===== config.mk =====
export PLATFORM = sky130hd
export DESIGN_NAME = fetch_mem_top
export DESIGN_NICKNAME = d
export VERILOG_FILES = /design/src/bus_pkg.sv /design/src/icache_pkg.sv /design/src/icache_ctrl.sv /design/src/icache_mem.sv /design/src/bus_arbiter.sv /design/src/data_port.sv /design/src/fetch_mem_top.sv
export VERILOG_INCLUDE_DIRS = /design/src
export SDC_FILE = /design/constraint.sdc
export NUM_CORES = 2
export LEC_CHECK = 0
export ABC_AREA = 0
export BUFFER_PORTS_ARGS = -buffer_cell sky130_fd_sc_hd__buf_2
export CAP_MARGIN = 25
export CORE_MARGIN = 2
export CORE_UTILIZATION = 50
export DETAILED_ROUTE_END_ITERATION = 16
export GPL_TIMING_DRIVEN = 0
export PLACE_DENSITY = 0.67
export REMOVE_ABC_BUFFERS = 1
export SYNTH_ARGS = -nofsm -noshare
export SYNTH_HDL_FRONTEND = slang
export SYNTH_SLANG_ARGS = --single-unit

===== constraint.sdc =====
create_clock -name clock -period 12.5 [get_ports clock]
set_input_delay 1.875 -clock clock [delete_from_list [all_inputs] [get_ports clock]]
set_output_delay 1.875 -clock clock [all_outputs]
set_load 0.02 [all_outputs]

===== src/mem_cfg.svh =====
`ifndef MEM_CFG_SVH
`define MEM_CFG_SVH

// bus address width.
`define ADDR_W 64

// width of one data word, which is also one cache line.
`define WORD_W 64

`define INDEX_W 5    // 32 lines.
`define CTAG_W 8     // tag bits kept per line.

// memory transaction tag, zero is reserved for "no tag".
`define MEM_TAG_W 4

`define OFFSET_W 3   // byte offset inside a line.

`endif


===== src/bus_pkg.sv =====
`default_nettype none

`include "mem_cfg.svh"

package bus_pkg;

  typedef logic [`ADDR_W-1:0] addr_t;

  typedef logic [`WORD_W-1:0] word_t;

  // a zero tag means the command was refused or no data is returning.
  typedef logic [`MEM_TAG_W-1:0] mem_tag_t;

  typedef enum logic [1:0] {
    bus_none  = 2'h0,
    bus_load  = 2'h1,
    bus_store = 2'h2
  } bus_command_t;

endpackage

`default_nettype wire


===== src/icache_pkg.sv =====
`default_nettype none

`include "mem_cfg.svh"

package icache_pkg;

  // selects one of the direct-mapped lines.
  typedef logic [`INDEX_W-1:0] cache_index_t;

  // upper line address bits stored beside each line.
  typedef logic [`CTAG_W-1:0] cache_tag_t;

endpackage

`default_nettype wire


===== src/icache_ctrl.sv =====
`default_nettype none

`include "mem_cfg.svh"

module icache_ctrl (
  input  wire logic                clock,
  input  wire logic                reset,
  input  wire bus_pkg::addr_t      fetch_addr,
  input  wire bus_pkg::mem_tag_t   mem_response,
  input  wire bus_pkg::mem_tag_t   mem_tag,
  input  wire logic                cachemem_valid,
  output bus_pkg::bus_command_t    fetch_command,
  output bus_pkg::addr_t           fetch_mem_addr,
  output icache_pkg::cache_index_t current_index,
  output icache_pkg::cache_tag_t   current_tag,
  output logic                     data_write_enable,
  output logic                     fetch_valid
);

  import bus_pkg::*;
  import icache_pkg::*;

  logic [`CTAG_W+`INDEX_W-1:0] line_addr;
  cache_index_t                last_index;
  cache_tag_t                  last_tag;
  mem_tag_t                    pending_tag;
  logic                        miss_outstanding;
  logic                        changed_addr;
  logic                        update_tag;
  logic                        unanswered_miss;

  assign line_addr = fetch_addr[`OFFSET_W+`INDEX_W+`CTAG_W-1:`OFFSET_W];
  assign {current_tag, current_index} = line_addr;

  assign changed_addr = (current_index != last_index) || (current_tag != last_tag);

  assign fetch_mem_addr = {fetch_addr[`ADDR_W-1:`OFFSET_W], {`OFFSET_W{1'b0}}};
  assign fetch_command  = (miss_outstanding && !changed_addr) ? bus_load : bus_none;

  // a return that lands as the address moves belongs to the old line.
  assign data_write_enable = (pending_tag == mem_tag) && (pending_tag != '0) && !changed_addr;

  assign fetch_valid = cachemem_valid;

  // the held tag is replaced on a new address, which drops any older load.
  assign update_tag = changed_addr || miss_outstanding || data_write_enable;

  assign unanswered_miss = changed_addr ? !cachemem_valid
                                        : miss_outstanding && (mem_response == '0);

  always_ff @(posedge clock) begin
    if (reset) begin
      last_index       <= '1;  // all ones so the first fetch looks like a new address.
      last_tag         <= '1;
      pending_tag      <= '0;
      miss_outstanding <= 1'b0;
    end else begin
      last_index       <= current_index;
      last_tag         <= current_tag;
      miss_outstanding <= unanswered_miss;
      if (update_tag) begin
        pending_tag <= mem_response;
      end
    end
  end

  // a new line address is looked up first, the load can only follow a cycle later.
  assert property (@(posedge clock) disable iff (reset)
    (line_addr != $past(line_addr)) |-> (fetch_command != bus_load));

endmodule

`default_nettype wire


===== src/icache_mem.sv =====
`default_nettype none

`include "mem_cfg.svh"

module icache_mem (
  input  wire logic                     clock,
  input  wire logic                     reset,
  input  wire icache_pkg::cache_index_t current_index,
  input  wire icache_pkg::cache_tag_t   current_tag,
  input  wire logic                     data_write_enable,
  input  wire bus_pkg::word_t           mem_data,
  output bus_pkg::word_t                cachemem_data,
  output logic                          cachemem_valid
);

  import bus_pkg::*;
  import icache_pkg::*;

  word_t                    line_data [(1 << `INDEX_W)];
  cache_tag_t               line_tag  [(1 << `INDEX_W)];
  logic [(1 << `INDEX_W)-1:0] line_valid;

  always_ff @(posedge clock) begin
    if (reset) begin
      line_valid <= '0;
    end else if (data_write_enable) begin
      line_valid[current_index] <= 1'b1;
    end
  end

  // a write simply overwrites the slot, so a line with another tag is evicted.
  always_ff @(posedge clock) begin
    if (data_write_enable) begin
      line_data[current_index] <= mem_data;
      line_tag[current_index]  <= current_tag;
    end
  end

  assign cachemem_data = line_data[current_index];

  // the tag compare keeps a conflicting line from answering.
  assign cachemem_valid = line_valid[current_index] &&
                          (line_tag[current_index] == current_tag);

endmodule

`default_nettype wire


===== src/bus_arbiter.sv =====
`default_nettype none

`include "mem_cfg.svh"

module bus_arbiter (
  input  wire bus_pkg::bus_command_t fetch_command,
  input  wire bus_pkg::addr_t        fetch_mem_addr,
  input  wire bus_pkg::bus_command_t data_command,
  input  wire bus_pkg::addr_t        data_mem_addr,
  input  wire bus_pkg::word_t        data_mem_wdata,
  input  wire bus_pkg::mem_tag_t     mem_response,
  output bus_pkg::bus_command_t      mem_command,
  output bus_pkg::addr_t             mem_addr,
  output bus_pkg::word_t             mem_wdata,
  output bus_pkg::mem_tag_t          fetch_response,
  output bus_pkg::mem_tag_t          data_response
);

  import bus_pkg::*;

  logic data_grant;

  always_comb begin
    data_grant = (data_command != bus_none);  // the data port always wins.

    if (data_grant) begin
      mem_command    = data_command;
      mem_addr       = data_mem_addr;
      mem_wdata      = data_mem_wdata;
      data_response  = mem_response;
      fetch_response = '0;  // the fetch side sees a refusal and retries.
    end else begin
      mem_command    = fetch_command;
      mem_addr       = fetch_mem_addr;
      mem_wdata      = '0;
      data_response  = '0;
      fetch_response = mem_response;
    end

    assert (!((fetch_response != '0) && (data_response != '0)));
  end

endmodule

`default_nettype wire


===== src/data_port.sv =====
`default_nettype none

`include "mem_cfg.svh"

module data_port (
  input  wire logic                  clock,
  input  wire logic                  reset,
  input  wire logic                  data_req,
  input  wire bus_pkg::bus_command_t data_command_in,
  input  wire bus_pkg::addr_t        data_addr,
  input  wire bus_pkg::word_t        data_wdata,
  input  wire bus_pkg::mem_tag_t     data_response,
  input  wire bus_pkg::mem_tag_t     mem_tag,
  input  wire bus_pkg::word_t        mem_data,
  output bus_pkg::bus_command_t      data_command,
  output bus_pkg::addr_t             data_mem_addr,
  output bus_pkg::word_t             data_mem_wdata,
  output bus_pkg::word_t             data_rdata,
  output logic                       data_done
);

  import bus_pkg::*;

  typedef enum logic [1:0] {
    idle,
    issue,
    wait_data
  } port_state_t;

  port_state_t state;
  mem_tag_t    held_tag;
  logic        load_return;

  assign data_command   = (state == issue) ? data_command_in : bus_none;
  assign data_mem_addr  = {data_addr[`ADDR_W-1:`OFFSET_W], {`OFFSET_W{1'b0}}};
  assign data_mem_wdata = data_wdata;

  assign load_return = (state == wait_data) && (mem_tag == held_tag);

  always_ff @(posedge clock) begin
    if (reset) begin
      state     <= idle;
      held_tag  <= '0;
      data_done <= 1'b0;
    end else begin
      data_done <= 1'b0;
      case (state)
        idle: begin
          if (data_req && !data_done) begin  // the done cycle is not a new request.
            state <= issue;
          end
        end
        issue: begin
          if (data_response != '0) begin
            if (data_command_in == bus_store) begin
              data_done <= 1'b1;  // a store is finished once accepted.
              state     <= idle;
            end else begin
              held_tag <= data_response;
              state    <= wait_data;
            end
          end
        end
        wait_data: begin
          if (load_return) begin
            data_done <= 1'b1;
            held_tag  <= '0;
            state     <= idle;
          end
        end
        default: state <= idle;
      endcase
    end
  end

  always_ff @(posedge clock) begin
    if (load_return) begin
      data_rdata <= mem_data;
    end
  end

  // the requester keeps its level up until the access has completed.
  assert property (@(posedge clock) disable iff (reset)
    $fell(data_req) |-> data_done);

endmodule

`default_nettype wire


===== src/fetch_mem_top.sv =====
`default_nettype none

`include "mem_cfg.svh"

module fetch_mem_top (
  input  wire logic                  clock,
  input  wire logic                  reset,
  input  wire bus_pkg::addr_t        fetch_addr,
  input  wire logic                  data_req,
  input  wire bus_pkg::bus_command_t data_command_in,
  input  wire bus_pkg::addr_t        data_addr,
  input  wire bus_pkg::word_t        data_wdata,
  input  wire bus_pkg::mem_tag_t     mem_response,
  input  wire bus_pkg::mem_tag_t     mem_tag,
  input  wire bus_pkg::word_t        mem_data,
  output bus_pkg::word_t             fetch_data,
  output logic                       fetch_valid,
  output bus_pkg::word_t             data_rdata,
  output logic                       data_done,
  output bus_pkg::bus_command_t      mem_command,
  output bus_pkg::addr_t             mem_addr,
  output bus_pkg::word_t             mem_wdata
);

  import bus_pkg::*;
  import icache_pkg::*;

  bus_command_t fetch_command;
  bus_command_t data_command;
  addr_t        fetch_mem_addr;
  addr_t        data_mem_addr;
  word_t        data_mem_wdata;
  word_t        cachemem_data;
  mem_tag_t     fetch_response;
  mem_tag_t     data_response;
  cache_index_t current_index;
  cache_tag_t   current_tag;
  logic         data_write_enable;
  logic         cachemem_valid;

  assign fetch_data = cachemem_data;  // the fetched word comes straight from storage.

  icache_ctrl u_icache_ctrl (
    .clock             (clock),
    .reset             (reset),
    .fetch_addr        (fetch_addr),
    .mem_response      (fetch_response),
    .mem_tag           (mem_tag),
    .cachemem_valid    (cachemem_valid),
    .fetch_command     (fetch_command),
    .fetch_mem_addr    (fetch_mem_addr),
    .current_index     (current_index),
    .current_tag       (current_tag),
    .data_write_enable (data_write_enable),
    .fetch_valid       (fetch_valid)
  );

  icache_mem u_icache_mem (
    .clock             (clock),
    .reset             (reset),
    .current_index     (current_index),
    .current_tag       (current_tag),
    .data_write_enable (data_write_enable),
    .mem_data          (mem_data),
    .cachemem_data     (cachemem_data),
    .cachemem_valid    (cachemem_valid)
  );

  data_port u_data_port (
    .clock           (clock),
    .reset           (reset),
    .data_req        (data_req),
    .data_command_in (data_command_in),
    .data_addr       (data_addr),
    .data_wdata      (data_wdata),
    .data_response   (data_response),
    .mem_tag         (mem_tag),
    .mem_data        (mem_data),
    .data_command    (data_command),
    .data_mem_addr   (data_mem_addr),
    .data_mem_wdata  (data_mem_wdata),
    .data_rdata      (data_rdata),
    .data_done       (data_done)
  );

  bus_arbiter u_bus_arbiter (
    .fetch_command  (fetch_command),
    .fetch_mem_addr (fetch_mem_addr),
    .data_command   (data_command),
    .data_mem_addr  (data_mem_addr),
    .data_mem_wdata (data_mem_wdata),
    .mem_response   (mem_response),
    .mem_command    (mem_command),
    .mem_addr       (mem_addr),
    .mem_wdata      (mem_wdata),
    .fetch_response (fetch_response),
    .data_response  (data_response)
  );

endmodule

`default_nettype wire


==> flow_metrics.tcl <==
set metrics [dict create \
    clock-root-buffer "clkbuf_16" \
    numCtsBuffers 229 \
    yosys_warnings 0 \
    die-area_um2 188000 \
    post_cts_buffers 0 \
    grt_usage 0.270 \
    ios 529 \
    antenna_left 0 \
    synth.yosys.seq_area_share 0.782 \
    hold_viol 0 \
    critPathKind "in -> out" \
    drv_slew 0 \
    fin_nets 5217 \
    reg2reg_from "u_icache_ctrl.pending_tag[2]" \
    antenna_found_initial 24 \
    netlist_area_um2 92400 \
    r2r_cells 11 \
    crit_fanout 123 \
    whs_ns 0.469 \
    crit_end "fetch_valid" \
    skew_ns 0.0281 \
    outcome "finished clean" \
    clk_latency_ns 0.87 \
    grt_pass1_vias 46500 \
    reg2reg_to "u_icache_mem.line_data[17][56]" \
    cts_tree "built" \
    core-area_um2 183000 \
    row_count 157 \
    grt_max_degree 124 \
    drive_above_1_share 0.318 \
    ys_types 58 \
    drt_iter0_drc 5509 \
    vias 47600 \
    leakagePower_nw 35.3 \
    hpwl_mm 157 \
    async_flop_share 0 \
    grt.overflow.total 0 \
    cp-start-kind "input pin" \
    cp.required_ns 10.62 \
    clkSinkCount 2425 \
    critPathLaunch "fetch_addr[3]" \
    min_path_type "reg -> reg" \
    synth-edff-count 2368 \
    slew_headroom 0.328 \
    ys_seq_elements 2425 \
    reg2reg_slack_ns 8.13 \
    ctsHoldBuffers 0 \
    die_h_um 434 \
    finalCritPeriodShare 0.632 \
    dieWidth_um 434 \
    synthToLayoutAreaGrowth_pct 17.2 \
    grt_pass1_wl_mm 351 \
    ys.flop_type "edfxtp_1" \
    cap_violations 0 \
    powerDensity_nw_per_um2 154 \
    clk_pin_slew_ns 0.06 \
    tightestPinTransition_ns 1.01 \
    clock.fmax_ghz 0.127 \
    layout_min_cycle_time_ns 7.90 \
    h-tree-depth 4 \
    vias_per_cell 6.24 \
    gp_congestion 0.832 \
    wire_per_inst_um 33.4 \
    end_kind "output pin" \
    avgSynthCellArea_um2 21.7 \
    post_cts_resized 0 \
    cp.arrival_ns 6.02 \
    firstDrtPassIters 5 \
    irDropWorstVdd_uv 123 \
    finalSetupViolCount 0 \
    tns_ns 0 \
    post-route-drc-count 0 \
    rsz0062_at_grt "no" \
    clock_path_buffers 3 \
    wl_mm 255 \
    initial_core_util 0.504 \
    portBuffers 519 \
    syn-instance-count 4261 \
    hold_depth 2 \
]
[state kept, by name, indices dropped and copies added (netlist names), 4 cells and up]
name,count
u_icache_mem.line_data,2048
u_data_port.held_tag,4
u_icache_ctrl.pending_tag,4
u_data_port.data_rdata,64
u_icache_ctrl.last_index,5
u_icache_mem.line_valid,32
u_icache_mem.line_tag,256
u_icache_ctrl.last_tag,8
[per-stage QoR]
| stage | cell area, um2 | cells | setup WS, ns | power, W | util |
|---|---|---|---|---|---|
| floorplan | 91100 | 4021 | 5.10 | 0.00956 | - |
| global route | 108000 | 7612 | 4.34 | 0.0171 | 0.591 |
| detailed placement | 101000 | 7178 | 4.51 | 0.0101 | 0.551 |
| global placement | 96800 | 7004 | -21.55 | 0.0104 | 0.528 |
| CTS | 108000 | 7602 | 4.53 | 0.0168 | 0.591 |
| finish | 108000 | 7627 | 4.60 | 0.0167 | 0.591 |
[metal layers]
layer  share of wire  routed length, um  global-route usage
met2            0.50             127000               0.449
met3           0.089              22800              0.0507
met1            0.38              95700               0.358
met4           0.038               9820               0.102
met5         0.00047                119                   0
[synthesized netlist by cell type (all sizes together) (2+ instances only)]
cell type	instances	area [um2]
edfxtp	2368	71100
mux4	526	11800
nand2	234	886
a22oi	181	1360
buf	163	978
mux2i	152	1520
clkbuf	79	299
nor2	78	295
and2	72	450
o22ai	58	363
dfxtp	57	1140
nand4	42	263
a21oi	37	185
a221oi	24	210
nor4	20	140
o21ai	20	100
or2	19	119
mux2	15	169
xor2	15	131
xnor2	13	114
a22o	11	96.3
inv	10	37.5
nor3	7	80.1
o211ai	7	52.6
o221ai	6	52.6
nand3	5	35.0
and3	4	25.0
nand2b	4	25.0
nand4b	4	35.0
nand4bb	4	45.0
or4b	4	40.0
ha	3	37.5
nor2b	2	12.5
o21a	2	15.0
or3	2	12.5
or4bb	2	22.5
[how the worst min path moves through the flow]
stage | endpoint | startpoint
final | u_icache_mem.line_valid[14] | u_icache_mem.line_valid[14]
after global routing | u_icache_mem.line_valid[12] | u_icache_mem.line_valid[12]
after CTS | u_icache_mem.line_valid[13] | u_icache_mem.line_valid[13]
after detailed placement | u_icache_mem.line_valid[4] | u_icache_mem.line_valid[4]
after global placement | u_icache_mem.line_valid[3] | u_icache_mem.line_valid[3]
after floorplan | u_icache_mem.line_valid[10] | u_icache_mem.line_valid[10]
[power by group]
group          internal (W)  switching, W
clock               0.00375       0.00298
sequential          0.00892    0.00000338
combinational      0.000349      0.000648
[placed cells by master, fill, tap and decap left out, types with 11 or more instances in the layout]
| master | n |
|---|---|
| nor4_1 | 19 |
| diode_2 | 25 |
| buf_2 | 516 |
| clkbuf_1 | 48 |
| or2_2 | 19 |
| clkinv_1 | 51 |
| dfxtp_1 | 57 |
| bufinv_16 | 18 |
| a21oi_1 | 37 |
| a22o_1 | 11 |
| o22ai_1 | 58 |
| o21ai_0 | 19 |
| buf_16 | 52 |
| buf_12 | 120 |
| xnor2_1 | 13 |
| a221oi_1 | 24 |
| a22oi_1 | 181 |
| nand2_1 | 233 |
| clkbuf_16 | 230 |
| and2_1 | 68 |
| mux2i_1 | 152 |
| xor2_1 | 15 |
| nand4_1 | 42 |
| mux4_2 | 526 |
| nor2_4 | 36 |
| mux2_2 | 15 |
| nor2_1 | 41 |
| clkinv_2 | 51 |
| edfxtp_1 | 2368 |
[worst max-delay path: stages]
cell,delay (ns)
buf_12,0.45
buf_16,0.59
buf_16,0.57
mux2i_1,0.27
o22ai_1,0.09
nor4_1,0.54
nand2_1,0.14
xor2_1,0.20
nor4_1,0.32
and3_1,0.32
buf_2,0.24
[kinds of logic after synthesis]
kind of cell / after synthesis / share of synthesized area
buf+inv: 252 / 0.0142
mux: 693 / 0.147
flops: 2425 / 0.782
fa+ha+maj: 3 / 0.000406
xor+xnor: 28 / 0.00265
other cells: 1 / 0.0000406
simple gates: 507 / 0.0272
compound gates: 352 / 0.0269
[final cells by class]
type                    count  area, um2
clock inverters           145       1290
multi-input cells        1586      19100
inverters                  10       37.5
repair buffers            693       6470
well taps                2464       3080
clock buffers             279       5950
flip-flops and latches   2425      72200
fillers                 12800      75000
diodes                     25       62.6
Power figures use the tool's default switching activity.
